### config.mk
export PLATFORM = sky130hd
export DESIGN_NAME = decode
export DESIGN_NICKNAME = d
export VERILOG_FILES = /design/src/lc3b_isa_pkg.sv /design/src/lc3b_ctrl_pkg.sv /design/src/control_rom.sv /design/src/lc3b_regfile.sv /design/src/hazard_unit.sv /design/src/decode.sv
export VERILOG_INCLUDE_DIRS = /design/src
export SDC_FILE = /design/constraint.sdc
export NUM_CORES = 1
export LEC_CHECK = 0
export ABC_CLOCK_PERIOD_IN_PS = 2029
export BUFFER_PORTS_ARGS = -buffer_cell sky130_fd_sc_hd__buf_2
export CAP_MARGIN = 20
export CORE_MARGIN = 1.5
export CORE_UTILIZATION = 50
export DETAILED_ROUTE_END_ITERATION = 10
export PLACE_DENSITY_LB_ADDON = 0.08
export SETUP_SLACK_MARGIN = 0.15
export SLEW_MARGIN = 20
export SYNTH_ARGS = -nofsm -noshare
export SYNTH_HDL_FRONTEND = slang
export SYNTH_SLANG_ARGS = --single-unit
### constraint.sdc
create_clock -name clk -period 2.03 [get_ports clk]
set_clock_uncertainty 0.15 [all_clocks]
set_input_delay 0.203 -clock clk [delete_from_list [all_inputs] [get_ports clk]]
set_output_delay 0.203 -clock clk [all_outputs]
set_load 0.005 [all_outputs]
### src/lc3b_macros.svh
`ifndef LC3B_MACROS_SVH
`define LC3B_MACROS_SVH

// ======================================================================
// datapath widths shared by every block of the decode stage
// ======================================================================

// data word and instruction word are the same size on the LC-3b
`define LC3B_WORD_W 16

// register ids index the eight general registers
`define LC3B_REG_W 3

`define LC3B_NUM_REGS 8

`endif

### src/lc3b_isa_pkg.sv
`default_nettype none

`include "lc3b_macros.svh"

package lc3b_isa_pkg;

	// ======================================================================
	// opcodes, taken from ir[15:12]
	// ======================================================================

	localparam logic [3:0] OP_BR   = 4'b0000;
	localparam logic [3:0] OP_ADD  = 4'b0001;
	localparam logic [3:0] OP_LDB  = 4'b0010;
	localparam logic [3:0] OP_STB  = 4'b0011;
	localparam logic [3:0] OP_JSR  = 4'b0100; // also JSRR, told apart by ir[11]
	localparam logic [3:0] OP_AND  = 4'b0101;
	localparam logic [3:0] OP_LDR  = 4'b0110;
	localparam logic [3:0] OP_STR  = 4'b0111;
	localparam logic [3:0] OP_NOT  = 4'b1001;
	localparam logic [3:0] OP_LDI  = 4'b1010;
	localparam logic [3:0] OP_STI  = 4'b1011;
	localparam logic [3:0] OP_JMP  = 4'b1100; // RET is JMP through R7
	localparam logic [3:0] OP_SHF  = 4'b1101;
	localparam logic [3:0] OP_LEA  = 4'b1110;
	localparam logic [3:0] OP_TRAP = 4'b1111;

	// ======================================================================
	// instruction word, seen in register form or in immediate form
	// ======================================================================

	// bit 5 picks the form for ADD and AND, the rest only use one of them
	typedef union packed
	{
		struct packed
		{
			logic [3:0]             opcode;
			logic [`LC3B_REG_W-1:0] dr;
			logic [`LC3B_REG_W-1:0] sr1;
			logic                   imm;
			logic [1:0]             unused;
			logic [`LC3B_REG_W-1:0] sr2;
		} rf;

		struct packed
		{
			logic [3:0]             opcode;
			logic [`LC3B_REG_W-1:0] dr;
			logic [`LC3B_REG_W-1:0] sr1;
			logic                   imm;
			logic [4:0]             imm5;
		} im;
	} lc3b_instr;

endpackage : lc3b_isa_pkg

`default_nettype wire

### src/lc3b_ctrl_pkg.sv
`default_nettype none

package lc3b_ctrl_pkg;

	// ======================================================================
	// ALU operation select, carried in the aluop control field
	// ======================================================================

	// address arithmetic for loads and stores also uses the adder
	localparam logic [2:0] ALU_ADD  = 3'd0;
	localparam logic [2:0] ALU_AND  = 3'd1;
	localparam logic [2:0] ALU_NOT  = 3'd2;
	localparam logic [2:0] ALU_SHF  = 3'd3; // direction and fill come from ir[5:4]

	// operand b goes straight through, used by LEA and the control transfers
	localparam logic [2:0] ALU_PASS = 3'd4;

	// ======================================================================
	// condition codes
	// ======================================================================

	// bit positions inside the 3-bit nzp field, matching BR's ir[11:9]
	localparam int CC_N = 2;
	localparam int CC_Z = 1;
	localparam int CC_P = 0;

endpackage : lc3b_ctrl_pkg

`default_nettype wire

### src/control_rom.sv
`default_nettype none

module control_rom
	import lc3b_isa_pkg::*, lc3b_ctrl_pkg::*;
(
	input wire lc3b_instr ir,

	output logic [2:0] aluop,
	output logic       sr2_sel_dr,
	output logic       dest_r7,
	output logic       ld_reg,
	output logic       ld_cc,
	output logic       sr1_needed,
	output logic       sr2_needed,
	output logic       cc_needed,
	output logic       branch_stall,
	output logic       mem_read,
	output logic       mem_write
);

always_comb
begin
	aluop = ALU_PASS;
	sr2_sel_dr = 1'b0;
	dest_r7 = 1'b0;
	ld_reg = 1'b0;
	ld_cc = 1'b0;
	sr1_needed = 1'b0;
	sr2_needed = 1'b0;
	cc_needed = 1'b0;
	branch_stall = 1'b0;
	mem_read = 1'b0;
	mem_write = 1'b0;

	case (ir.rf.opcode)
		OP_ADD, OP_AND:
		begin
			aluop = (ir.rf.opcode == OP_ADD) ? ALU_ADD : ALU_AND;
			ld_reg = 1'b1;
			ld_cc = 1'b1;
			sr1_needed = 1'b1;
			sr2_needed = !ir.im.imm; // imm5 form has no second register
		end

		OP_NOT, OP_SHF:
		begin
			aluop = (ir.rf.opcode == OP_NOT) ? ALU_NOT : ALU_SHF;
			ld_reg = 1'b1;
			ld_cc = 1'b1;
			sr1_needed = 1'b1;
		end

		OP_LDR, OP_LDB, OP_LDI:
		begin
			aluop = ALU_ADD; // base plus offset
			ld_reg = 1'b1;
			ld_cc = 1'b1;
			sr1_needed = 1'b1;
			mem_read = 1'b1;
		end

		OP_STR, OP_STB, OP_STI:
		begin
			aluop = ALU_ADD;
			sr1_needed = 1'b1;
			sr2_needed = 1'b1;
			sr2_sel_dr = 1'b1; // store data sits in ir[11:9]
			mem_write = 1'b1;
			mem_read = (ir.rf.opcode == OP_STI); // STI fetches its pointer first
		end

		OP_LEA:
		begin
			ld_reg = 1'b1;
			ld_cc = 1'b1;
		end

		OP_BR:
		begin
			cc_needed = 1'b1;
			branch_stall = 1'b1;
		end

		OP_JMP:
		begin
			sr1_needed = 1'b1;
			branch_stall = 1'b1;
		end

		OP_JSR:
		begin
			ld_reg = 1'b1;
			dest_r7 = 1'b1;
			branch_stall = 1'b1;
			// ir[11] clear means JSRR, which jumps through the base register
			sr1_needed = !ir.rf.dr[2];
		end

		OP_TRAP:
		begin
			ld_reg = 1'b1;
			dest_r7 = 1'b1;
			branch_stall = 1'b1;
			mem_read = 1'b1; // trap vector table lookup
		end

		default:
		begin
			aluop = ALU_PASS; // RTI is not supported, it decodes to nothing
		end
	endcase

	// the all-zero word is a never-taken BR and must not touch anything
	if (ir == '0)
	begin
		aluop = '0;
		sr2_sel_dr = 1'b0;
		dest_r7 = 1'b0;
		ld_reg = 1'b0;
		ld_cc = 1'b0;
		sr1_needed = 1'b0;
		sr2_needed = 1'b0;
		cc_needed = 1'b0;
		branch_stall = 1'b0;
		mem_read = 1'b0;
		mem_write = 1'b0;
	end
end

endmodule : control_rom

`default_nettype wire

### src/lc3b_regfile.sv
`default_nettype none

`include "lc3b_macros.svh"

module lc3b_regfile
	import lc3b_ctrl_pkg::*;
(
	input wire                    clk,
	input wire                    rst_n,

	input wire                    load,
	input wire [`LC3B_WORD_W-1:0] in,
	input wire [`LC3B_REG_W-1:0]  src_a,
	input wire [`LC3B_REG_W-1:0]  src_b,
	input wire [`LC3B_REG_W-1:0]  dest,

	input wire                    ld_cc,
	input wire [2:0]              cc_in,

	output logic [`LC3B_WORD_W-1:0] reg_a,
	output logic [`LC3B_WORD_W-1:0] reg_b,
	output logic [2:0]              cc_out
);

logic [`LC3B_WORD_W-1:0] regs [`LC3B_NUM_REGS];

// reads are combinational and a write in this cycle shows up next cycle
assign reg_a = regs[src_a];
assign reg_b = regs[src_b];

always_ff @(posedge clk)
begin
	if (!rst_n)
	begin
		for (int i = 0; i < `LC3B_NUM_REGS; i++)
			regs[i] <= '0;
		cc_out <= '0;
	end
	else
	begin
		if (load)
			regs[dest] <= in;
		if (ld_cc)
			cc_out <= cc_in; // nzp from the writeback result
	end
end

// ======================================================================
// checks
// ======================================================================

// writeback must always deliver a single flag
cc_one_hot: assert property (@(posedge clk) disable iff (!rst_n)
	ld_cc |-> (cc_in == (3'b001 << CC_N)) || (cc_in == (3'b001 << CC_Z))
		|| (cc_in == (3'b001 << CC_P)))
	else $error("nzp write %b is not one-hot", cc_in);

// a write through an unknown register id would corrupt the whole file
dest_known: assert property (@(posedge clk) disable iff (!rst_n)
	load |-> !$isunknown(dest))
	else $error("register write with an unknown destination id");

endmodule : lc3b_regfile

`default_nettype wire

### src/hazard_unit.sv
`default_nettype none

`include "lc3b_macros.svh"

module hazard_unit
(
	input wire [`LC3B_REG_W-1:0] sr1_reg,
	input wire [`LC3B_REG_W-1:0] sr2_reg,
	input wire                   valid_in,

	input wire                   sr1_needed,
	input wire                   sr2_needed,
	input wire                   cc_needed,
	input wire                   branch_stall,

	input wire                   ex_ld_reg,
	input wire                   mem_ld_reg,
	input wire                   wb_ld_reg,
	input wire                   ex_ld_cc,
	input wire                   mem_ld_cc,
	input wire                   wb_ld_cc,
	input wire                   ex_valid,
	input wire                   mem_valid,
	input wire                   wb_valid,

	input wire [`LC3B_REG_W-1:0] ex_drid,
	input wire [`LC3B_REG_W-1:0] mem_drid,
	input wire [`LC3B_REG_W-1:0] wb_drid,

	input wire                   execute_br_stall,
	input wire                   execute_indirect_stall,
	input wire                   mem_stall,
	input wire                   mem_br_stall,
	input wire                   icache_stall,

	output logic                 dep_stall,
	output logic                 decode_br_stall,
	output logic                 valid,
	output logic                 load_ex
);

logic sr1_busy;
logic sr2_busy;
logic cc_busy;

// ======================================================================
// dependency check against execute, memory and writeback
// ======================================================================

// there is no forwarding, so even writeback's result is not yet readable
assign sr1_busy = (ex_valid && ex_ld_reg && (ex_drid == sr1_reg))
	|| (mem_valid && mem_ld_reg && (mem_drid == sr1_reg))
	|| (wb_valid && wb_ld_reg && (wb_drid == sr1_reg));

assign sr2_busy = (ex_valid && ex_ld_reg && (ex_drid == sr2_reg))
	|| (mem_valid && mem_ld_reg && (mem_drid == sr2_reg))
	|| (wb_valid && wb_ld_reg && (wb_drid == sr2_reg));

assign cc_busy = (ex_valid && ex_ld_cc) || (mem_valid && mem_ld_cc)
	|| (wb_valid && wb_ld_cc); // any pending nzp update blocks a BR

assign dep_stall = valid_in
	&& ((sr1_needed && sr1_busy) || (sr2_needed && sr2_busy) || (cc_needed && cc_busy));

// ======================================================================
// stall outputs
// ======================================================================

// fetch holds until the target is resolved further down
assign decode_br_stall = valid_in && branch_stall;

assign valid = valid_in
	&& !(dep_stall || execute_br_stall || mem_br_stall || icache_stall);

assign load_ex = !(mem_stall || execute_indirect_stall); // downstream is busy so the latch holds

endmodule : hazard_unit

`default_nettype wire

### src/decode.sv
`default_nettype none

`include "lc3b_macros.svh"

module decode
	import lc3b_isa_pkg::*;
(
	input wire                     clk,
	input wire                     rst_n,
	input wire [`LC3B_WORD_W-1:0]  npc_in,
	input wire [`LC3B_WORD_W-1:0]  ir_in,
	input wire                     valid_in,

	// writeback
	input wire [`LC3B_WORD_W-1:0]  reg_data,
	input wire [`LC3B_REG_W-1:0]   dest_reg,
	input wire                     wb_ld_reg,
	input wire [2:0]               cc_data,
	input wire                     wb_ld_cc,

	// what is still in flight downstream
	input wire [`LC3B_REG_W-1:0]   ex_drid,
	input wire [`LC3B_REG_W-1:0]   mem_drid,
	input wire [`LC3B_REG_W-1:0]   wb_drid,
	input wire                     ex_ld_reg,
	input wire                     mem_ld_reg,
	input wire                     ex_ld_cc,
	input wire                     mem_ld_cc,
	input wire                     ex_valid,
	input wire                     mem_valid,
	input wire                     wb_valid,

	input wire                     execute_br_stall,
	input wire                     execute_indirect_stall,
	input wire                     mem_stall,
	input wire                     mem_br_stall,
	input wire                     icache_stall,

	output logic [`LC3B_WORD_W-1:0] npc,
	output logic [`LC3B_WORD_W-1:0] ir,
	output logic [`LC3B_WORD_W-1:0] sr1,
	output logic [`LC3B_WORD_W-1:0] sr2,
	output logic [2:0]              cc_out,
	output logic [`LC3B_REG_W-1:0]  dr,
	output logic [`LC3B_REG_W-1:0]  sr1_reg,
	output logic [`LC3B_REG_W-1:0]  sr2_reg,

	output logic [2:0]              aluop,
	output logic                    sr2_sel_dr,
	output logic                    dest_r7,
	output logic                    ld_reg,
	output logic                    ld_cc,
	output logic                    sr1_needed,
	output logic                    sr2_needed,
	output logic                    cc_needed,
	output logic                    branch_stall,
	output logic                    mem_read,
	output logic                    mem_write,

	output logic                    valid,
	output logic                    load_ex,
	output logic                    dep_stall,
	output logic                    decode_br_stall
);

lc3b_instr instr;

assign instr = ir_in;
assign npc = npc_in;
assign ir = ir_in;

// ======================================================================
// register id selection
// ======================================================================

assign sr1_reg = instr.rf.sr1;
assign sr2_reg = sr2_sel_dr ? instr.rf.dr : instr.rf.sr2; // stores read their data from dr

// JSR and TRAP link into the last register
assign dr = dest_r7 ? `LC3B_REG_W'(`LC3B_NUM_REGS - 1) : instr.rf.dr;

control_rom control_store
(
	.ir(instr),
	.aluop,
	.sr2_sel_dr,
	.dest_r7,
	.ld_reg,
	.ld_cc,
	.sr1_needed,
	.sr2_needed,
	.cc_needed,
	.branch_stall,
	.mem_read,
	.mem_write
);

lc3b_regfile regfile
(
	.clk,
	.rst_n,
	.load(wb_ld_reg),
	.in(reg_data),
	.src_a(sr1_reg),
	.src_b(sr2_reg),
	.dest(dest_reg),
	.ld_cc(wb_ld_cc),
	.cc_in(cc_data),
	.reg_a(sr1),
	.reg_b(sr2),
	.cc_out
);

hazard_unit hazards
(
	.sr1_reg,
	.sr2_reg,
	.valid_in,
	.sr1_needed,
	.sr2_needed,
	.cc_needed,
	.branch_stall,
	.ex_ld_reg,
	.mem_ld_reg,
	.wb_ld_reg,
	.ex_ld_cc,
	.mem_ld_cc,
	.wb_ld_cc,
	.ex_valid,
	.mem_valid,
	.wb_valid,
	.ex_drid,
	.mem_drid,
	.wb_drid,
	.execute_br_stall,
	.execute_indirect_stall,
	.mem_stall,
	.mem_br_stall,
	.icache_stall,
	.dep_stall,
	.decode_br_stall,
	.valid,
	.load_ex
);

endmodule : decode

`default_nettype wire

==> run summary, run 1 <==
initial antenna violation count: 0
sw power: 0.00194 W
remaining routing DRC violations: 0
Hold WC Path Type: input pin to flop
P per Cell Area: 733 nW/µm²
final-report setup violation count: 34
sequential-to-total area share from yosys stat: 0.481
sort of element at the end of the critical path: output pin
area of the mapped netlist: 8120 µm²
final-report max-slew violation count: 0
Period minus WS final: 2300 ps
biggest fanout along the worst timing path: 7
Synth Flop Type: sky130_fd_sc_hd__edfxtp_1
GR met2 Demand/Resource: 0.449
clock-pin slew on the worst setup and hold paths: 60 ps
Comb pwr share: 0.208
floorplan die width: 130 µm
vias in the first global route: 5758
number of hold-slack violations in the final timing report: 0
Yosys warning count: 0
number of enable flip-flop cells after synthesis: 128
Post-Place Worst Slack: -281 ps
sequential power share: 0.415
synth top area cells: sky130_fd_sc_hd__edfxtp_1 (47%), sky130_fd_sc_hd__mux2i_1 (12%), sky130_fd_sc_hd__and2_1 (11%)
Worst Slack Setup Final: -271 ps
Period Utilization, post-route: 1.13
top achievable clock speed: 0.435 GHz
met3 routing resource usage after global routing: 0.0448
reg-to-reg endpoint: regfile.cc_out[2]
number of nets still failing antenna checks after routing: 0
total wire length: 22700 µm
violations in the final reports: negative setup slack
count of standard-cell rows: 46
effective utilization at floorplan: 0.511
reg-to-reg slack, setup: 650 ps
minimum hold slack: 8.90 ps
cell count after synthesis: 631
crit start category: input pin
global-route wire length before repair: 31900 µm
global routing's busiest layer: met2
Root Buffer: sky130_fd_sc_hd__clkbuf_16
most frequent cells in the layout: sky130_fd_sc_hd__and2_1 (137), sky130_fd_sc_hd__edfxtp_1 (128), sky130_fd_sc_hd__buf_2 (107)
top-area cell type share of the netlist area: 0.473
MaxCap Viol Count: 0
area of the placeable core: 15900 µm²
area enclosed by the die boundary: 17000 µm²
critical path required time: 1680 ps
async set-or-reset flop fraction in the synthesized netlist: 0
commonest non-fill, non-tap cell in the layout: sky130_fd_sc_hd__and2_1
maximum resistive drop on vdd: 0.748 mV
number of register bits inferred by synthesis: 131
average wire length per cell after detail routing: 21.7 µm
Top Ports: 173
total via count in the routed design: 5789
vias per cell: 5.53
number of nets in the synthesized netlist: 711
met1 track demand over resource in global routing: 0.332
arrival time at the worst endpoint: 1950 ps
design internal power: 0.00585 W
net count reported at finish: 899
worst reg2reg path depth: 3
Clk network pwr share: 0.377
DR pass1 iterations: 5
Leakage: 4.52 nW
share of post-route cells with drive strength above 1: 0.400
final weighted congestion of routability-driven global placement: 0.839
Critical R2R Launch: regfile.cc_out[2]
DRC violation total after the first TritonRoute iteration: 466
Hold Path Origin: reg_data[5]
number of buffers added on ports: 140
# H-tree levels: 4
TritonCTS sink count: 131
number of filler instances in the final layout: 1208
Clk Latency, worst-skew pair: 410 ps
GRT Total Usage: 0.260
aggregate global routing overflow: 0
final total power: 0.00779 W
type of the worst setup path: input pin to output pin
Switching Share: 0.249
CTS Buffer Depth: 2
mean area per synthesized cell: 12.9 µm²
number of standard cells in the layout, taps in and fillers out: 1046
worst max-slew margin expressed relative to the limit: 0.727
area delta synth->final: 30.9%
transition time at the pin with the least slew margin: 405 ps
maximum number of pins on one net before global-route repair: 37
RSZ-0062 raised after global routing: yes
overall die height: 130 µm
Setup Total Neg Slack: -4410 ps
most area-hungry cell type in the Yosys netlist: sky130_fd_sc_hd__edfxtp_1
cell count after placement: 970
detailed placement HPWL: 14300 µm
total CTS buffers: 17
TritonCTS clock tree: yes
endpoint of the worst hold-timing path: regfile.regs[5][5]
result of the run: finished with violations
Cells on Worst Hold Path: 2
post-synthesis cell type count: 49
diode insertion count for antenna repair: 0
how the worst max path moves through the flow:
stage	from	end	slack (ps)	cells past startpoint
CTS	ir_in[15]	sr2[10]	-270	9
finish	ir_in[15]	sr2[11]	-270	10
global route	ir_in[15]	sr2[6]	-320	10
floorplan	dest_reg[0]	regfile.regs[2][0]	-200	2
global placement	ir_in[15]	sr2[10]	-270	9
detailed placement	ir_in[15]	sr2[5]	-280	9
power groups by stage:
stage / sequential [W] / clock, W / combinational [W]
after floorplan: 0.00325 / 0 / 0.000819
after global placement: 0.00327 / 0 / 0.00128
after detailed placement: 0.00328 / 0 / 0.00130
after CTS: 0.00323 / 0.00296 / 0.00147
after global routing: 0.00325 / 0.00308 / 0.00173
final: 0.00323 / 0.00293 / 0.00162
cell usage after synthesis, types with 2 or more instances:
cell                        count
sky130_fd_sc_hd__dfxtp_1        3
sky130_fd_sc_hd__and3_1         3
sky130_fd_sc_hd__nand2b_1      14
sky130_fd_sc_hd__mux2i_1      101
sky130_fd_sc_hd__nor2_1        14
sky130_fd_sc_hd__inv_1          8
sky130_fd_sc_hd__clkbuf_1      13
sky130_fd_sc_hd__nand2_1        9
sky130_fd_sc_hd__o21ai_0       11
sky130_fd_sc_hd__xor2_1        12
sky130_fd_sc_hd__buf_4         37
sky130_fd_sc_hd__nor2b_1        6
sky130_fd_sc_hd__nor3_1         5
sky130_fd_sc_hd__nand3_1        2
sky130_fd_sc_hd__mux2_2        32
sky130_fd_sc_hd__a21oi_1        4
sky130_fd_sc_hd__mux4_2        32
sky130_fd_sc_hd__buf_6          5
sky130_fd_sc_hd__buf_2         16
sky130_fd_sc_hd__xnor2_1        4
sky130_fd_sc_hd__nor4_1         6
sky130_fd_sc_hd__and2_1       137
sky130_fd_sc_hd__edfxtp_1     128
sky130_fd_sc_hd__o2111ai_1      4
critical path, stage by stage:
cell	delay, ps
sky130_fd_sc_hd__buf_6	90
sky130_fd_sc_hd__and2_4	170
sky130_fd_sc_hd__nor2_8	100
sky130_fd_sc_hd__mux2i_4	330
sky130_fd_sc_hd__buf_12	190
sky130_fd_sc_hd__clkbuf_16	170
sky130_fd_sc_hd__mux2i_1	200
sky130_fd_sc_hd__mux2i_1	110
sky130_fd_sc_hd__mux2_4	270
sky130_fd_sc_hd__buf_6	120
through the flow:
step,utilization,instance area (µm²)
after global placement,0.582,9240
after floorplan,-,8170
after global routing,0.669,10600
after CTS,0.646,10300
after detailed placement,0.582,9240
final,0.669,10600
registers in the layout (all words and copies together), names as in the netlist:
register	cells
regfile.cc_out	3
regfile.regs	128
area by class of cell:
class	instances	area, µm²	share of cell area
multi-input cells	419	3860	0.363
repair buffers	241	1990	0.187
clock inverters	13	139	0.0131
inverters	9	33.8	0.00318
clock buffers	17	425	0.0400
well taps	216	270	0.0254
flip-flops and latches	131	3900	0.367
cell families (layout without fill, tap and decap cells):
group | after synthesis | after routing | share of synthesized area
simple gates | 205 | 205 | 0.153
mux | 165 | 165 | 0.258
flops | 131 | 131 | 0.481
buf+inv | 81 | 280 | 0.0617
compound gates | 33 | 33 | 0.0294
xor+xnor | 16 | 16 | 0.0173
layer usage:
metal	up-vias	part of all wire
met1	2842	0.41
met2	226	0.51
met4	0	0.021
met3	50	0.060
met5	-	0
li1	2671	-
repair_timing:
action	in CTS	in global routing
setup buffers	14	7
endpoints found under the hold margin	64	0
setup endpoints to repair	34	35
hold buffers	17	0
resized for setup	36	33
pin swaps	1	4
gates cloned	0	8
(Power assumes the default switching activity.)
==> run 2: changes to the inputs <==
--- a/config.mk
+++ b/config.mk
@@ -9,7 +9,8 @@
 export ABC_CLOCK_PERIOD_IN_PS = 2029
 export BUFFER_PORTS_ARGS = -buffer_cell sky130_fd_sc_hd__buf_2
 export CAP_MARGIN = 20
-export CORE_MARGIN = 1.5
+export CORE_ASPECT_RATIO = 1.5
+export CORE_MARGIN = 3
 export CORE_UTILIZATION = 50
 export DETAILED_ROUTE_END_ITERATION = 10
 export PLACE_DENSITY_LB_ADDON = 0.08
==> run summary, run 2 (synthesis gave the netlist of run 1 again) <==
Root Buffer: sky130_fd_sc_hd__clkbuf_16
Leakage: 4.51 nW (-0.20%)
floorplan die width: 110 µm (-16%)
total CTS buffers: 17 (unchanged)
type of the worst setup path: input pin to output pin
Period Utilization, post-route: 1.11 (-0.0195)
placed cell area: 9240 µm² (about the same)
TritonCTS clock tree: yes
Worst setup startpoint: ir_in[15]
number of nets still failing antenna checks after routing: 0 (unchanged)
net count reported at finish: 903 (+0.44%)
Hold Path Origin: reg_data[13]
total via count in the routed design: 5876 (+1.5%)
initial antenna violation count: 0 (unchanged)
Worst Slack Setup Final: -231 ps (+39.6 ps)
count of standard-cell rows: 56 (+22%)
vias in the first global route: 6179 (+7.3%)
overall die height: 162 µm (+24%)
P per Cell Area: 764 nW/µm² (+4.3%)
maximum number of pins on one net before global-route repair: 24 (-35%)
DR pass1 iterations: 4 (-1)
average wire length per cell after detail routing: 22.0 µm (+1.2%)
final-report setup violation count: 30 (-12%)
register with the most flip-flops: regfile.regs
GR met2 Demand/Resource: 0.476 (+0.0271)
number of buffers added on ports: 140 (unchanged)
share of post-route cells with drive strength above 1: 0.426 (+0.0263)
total wire length: 22800 µm (+0.44%)
Register Area: 3900 µm² (unchanged)
number of filler instances in the final layout: 1215 (+0.58%)
transition time at the pin with the least slew margin: 366 ps (-38.6 ps)
Final Cell Area: 10600 µm² (-0.53%)
area of the placeable core: 15800 µm² (-0.76%)
area enclosed by the die boundary: 17800 µm² (+4.8%)
biggest regs: regfile.regs x128, regfile.cc_out x3
top achievable clock speed: 0.442 GHz (+1.8%)
detailed placement HPWL: 15300 µm (+6.9%)
met3 routing resource usage after global routing: 0.0406 (-0.00423)
remaining routing DRC violations: 0 (unchanged)
diode insertion count for antenna repair: 0 (unchanged)
area delta synth->final: 30.2%
Top Ports: 173 (unchanged)
# H-tree levels: 4 (unchanged)
commonest non-fill, non-tap cell in the layout: sky130_fd_sc_hd__and2_1
crit start category: input pin
fin util: 0.670 (+0.00152)
Hold WC Path Type: input pin to flop
arrival time at the worst endpoint: 1910 ps (-40 ps)
MaxCap Viol Count: 0 (unchanged)
footprint of the multi-input gates: 3910 µm² (+1.2%)
worst max-slew margin expressed relative to the limit: 0.754 (+0.0263)
Critical R2R Launch: regfile.cc_out[2]
vias per cell: 5.66 (+2.3%)
TritonCTS sink count: 131 (unchanged)
global routing's busiest layer: met2
Clk Latency, worst-skew pair: 410 ps (about the same)
RSZ-0062 raised after global routing: yes
Worst path most repeated cell: sky130_fd_sc_hd__buf_6
met1 track demand over resource in global routing: 0.299 (-0.0338)
global-route wire length before repair: 34100 µm (+6.9%)
final weighted congestion of routability-driven global placement: 0.904 (+7.7%)
number of flip-flops in the largest register: 128 (unchanged)
effective utilization at floorplan: 0.515 (+0.00389)
critical path required time: 1680 ps (about the same)
Period minus WS final: 2260 ps (-39.6 ps)
violations in the final reports: negative setup slack
DRC violation total after the first TritonRoute iteration: 428 (-8.2%)
CP max-delay cell: sky130_fd_sc_hd__mux2_4
clock-pin slew on the worst setup and hold paths: 60 ps (about the same)
result of the run: finished with violations
biggest fanout along the worst timing path: 7 (unchanged)
largest stage delay on the critical path: 280 ps (-50 ps)
aggregate global routing overflow: 0 (unchanged)
CP Cell Sequence: buf_6, and2_4, nor2_8, mux2i_4, buf_6, buf_12, buf_12, mux2i_1, mux2i_1, mux2_4, buf_6
sort of element at the end of the critical path: output pin
number of hold-slack violations in the final timing report: 0 (unchanged)
CTS Buffer Depth: 2 (unchanged)
final-report max-slew violation count: 0 (unchanged)
GRT Total Usage: 0.260 (+0.000321)
most frequent cells in the layout: sky130_fd_sc_hd__and2_1 (136), sky130_fd_sc_hd__edfxtp_1 (128), sky130_fd_sc_hd__buf_2 (114)
maximum resistive drop on vdd: 0.602 mV (-20%)
[run 2: cell count changes in the layout (fill, tap and decap cells not counted), sizes merged]
cell         change
buf             +17
clkbuf           -3
clkinvlp         -1
inv              -1
dlygate4sd3     -10
bufinv           +3
[run 2: worst paths after layout]
path / slack (ps) / cells past startpoint / endpoint
setup / recovery: -230 / 11 / sr2[5]
hold / removal: 10 / 2 / regfile.regs[2][13]
setup reg to reg: 1270 / 2 / regfile.cc_out[2]
hold reg to reg: 380 / 2 / regfile.cc_out[1]
[run 2: metal layers]
| layer | part of all wire | wire [µm] |
|---|---|---|
| met1 | 0.39 | 8860 |
| met2 | 0.54 | 12400 |
| met5 | 0 | 0 |
| met3 | 0.050 | 1140 |
| met4 | 0.019 | 441 |
[run 2: stage by stage]
step | power [W] | std cells | worst slack, ps | hold WS, ps | setup TNS, ps
detailed placement | 0.00459 | 972 | -312 | 256 | -5980
floorplan | 0.00407 | 631 | -196 | 222 | -15040
CTS | 0.00802 | 1029 | -271 | 2.14 | -3970
global route | 0.00834 | 1038 | -305 | 17.5 | -5480
global placement | 0.00455 | 972 | -273 | 256 | -5280
finish | 0.00808 | 1038 | -231 | 10.0 | -3520
[run 2: repair_timing]
action / CTS / global route
hold buffers: 7 / 0
setup endpoints to repair: 36 / 38
endpoints found under the hold margin: 22 / 0
pin swaps: 2 / 5
gates resized for setup: 43 / 32
setup buffers: 17 / 8
cloned: 2 / 1
[run 2: final cells by class]
cell class	instances	share of cell area
Clock buffer	17	0.0402
Clock inverter	14	0.0201
Inverter	9	0.00320
Multi-Input combinational cell	419	0.370
Sequential cell	131	0.369
Tap cell	203	0.0240
Timing Repair Buffer	245	0.173
[run 2: critical path, delay by kind of cell]
| kind | cells | cell delay, ps |
|---|---|---|
| mux | 4 | 820 |
| buf+inv | 5 | 600 |
| simple gates | 2 | 270 |
[run 2: report_power, final]
group	internal (W)	switching, W	leakage, nW
logic	0.000867	0.000705	2.96
registers	0.00314	0.0000885	1.25
clock network	0.00217	0.00111	0.304
total	0.00618	0.00190	4.51
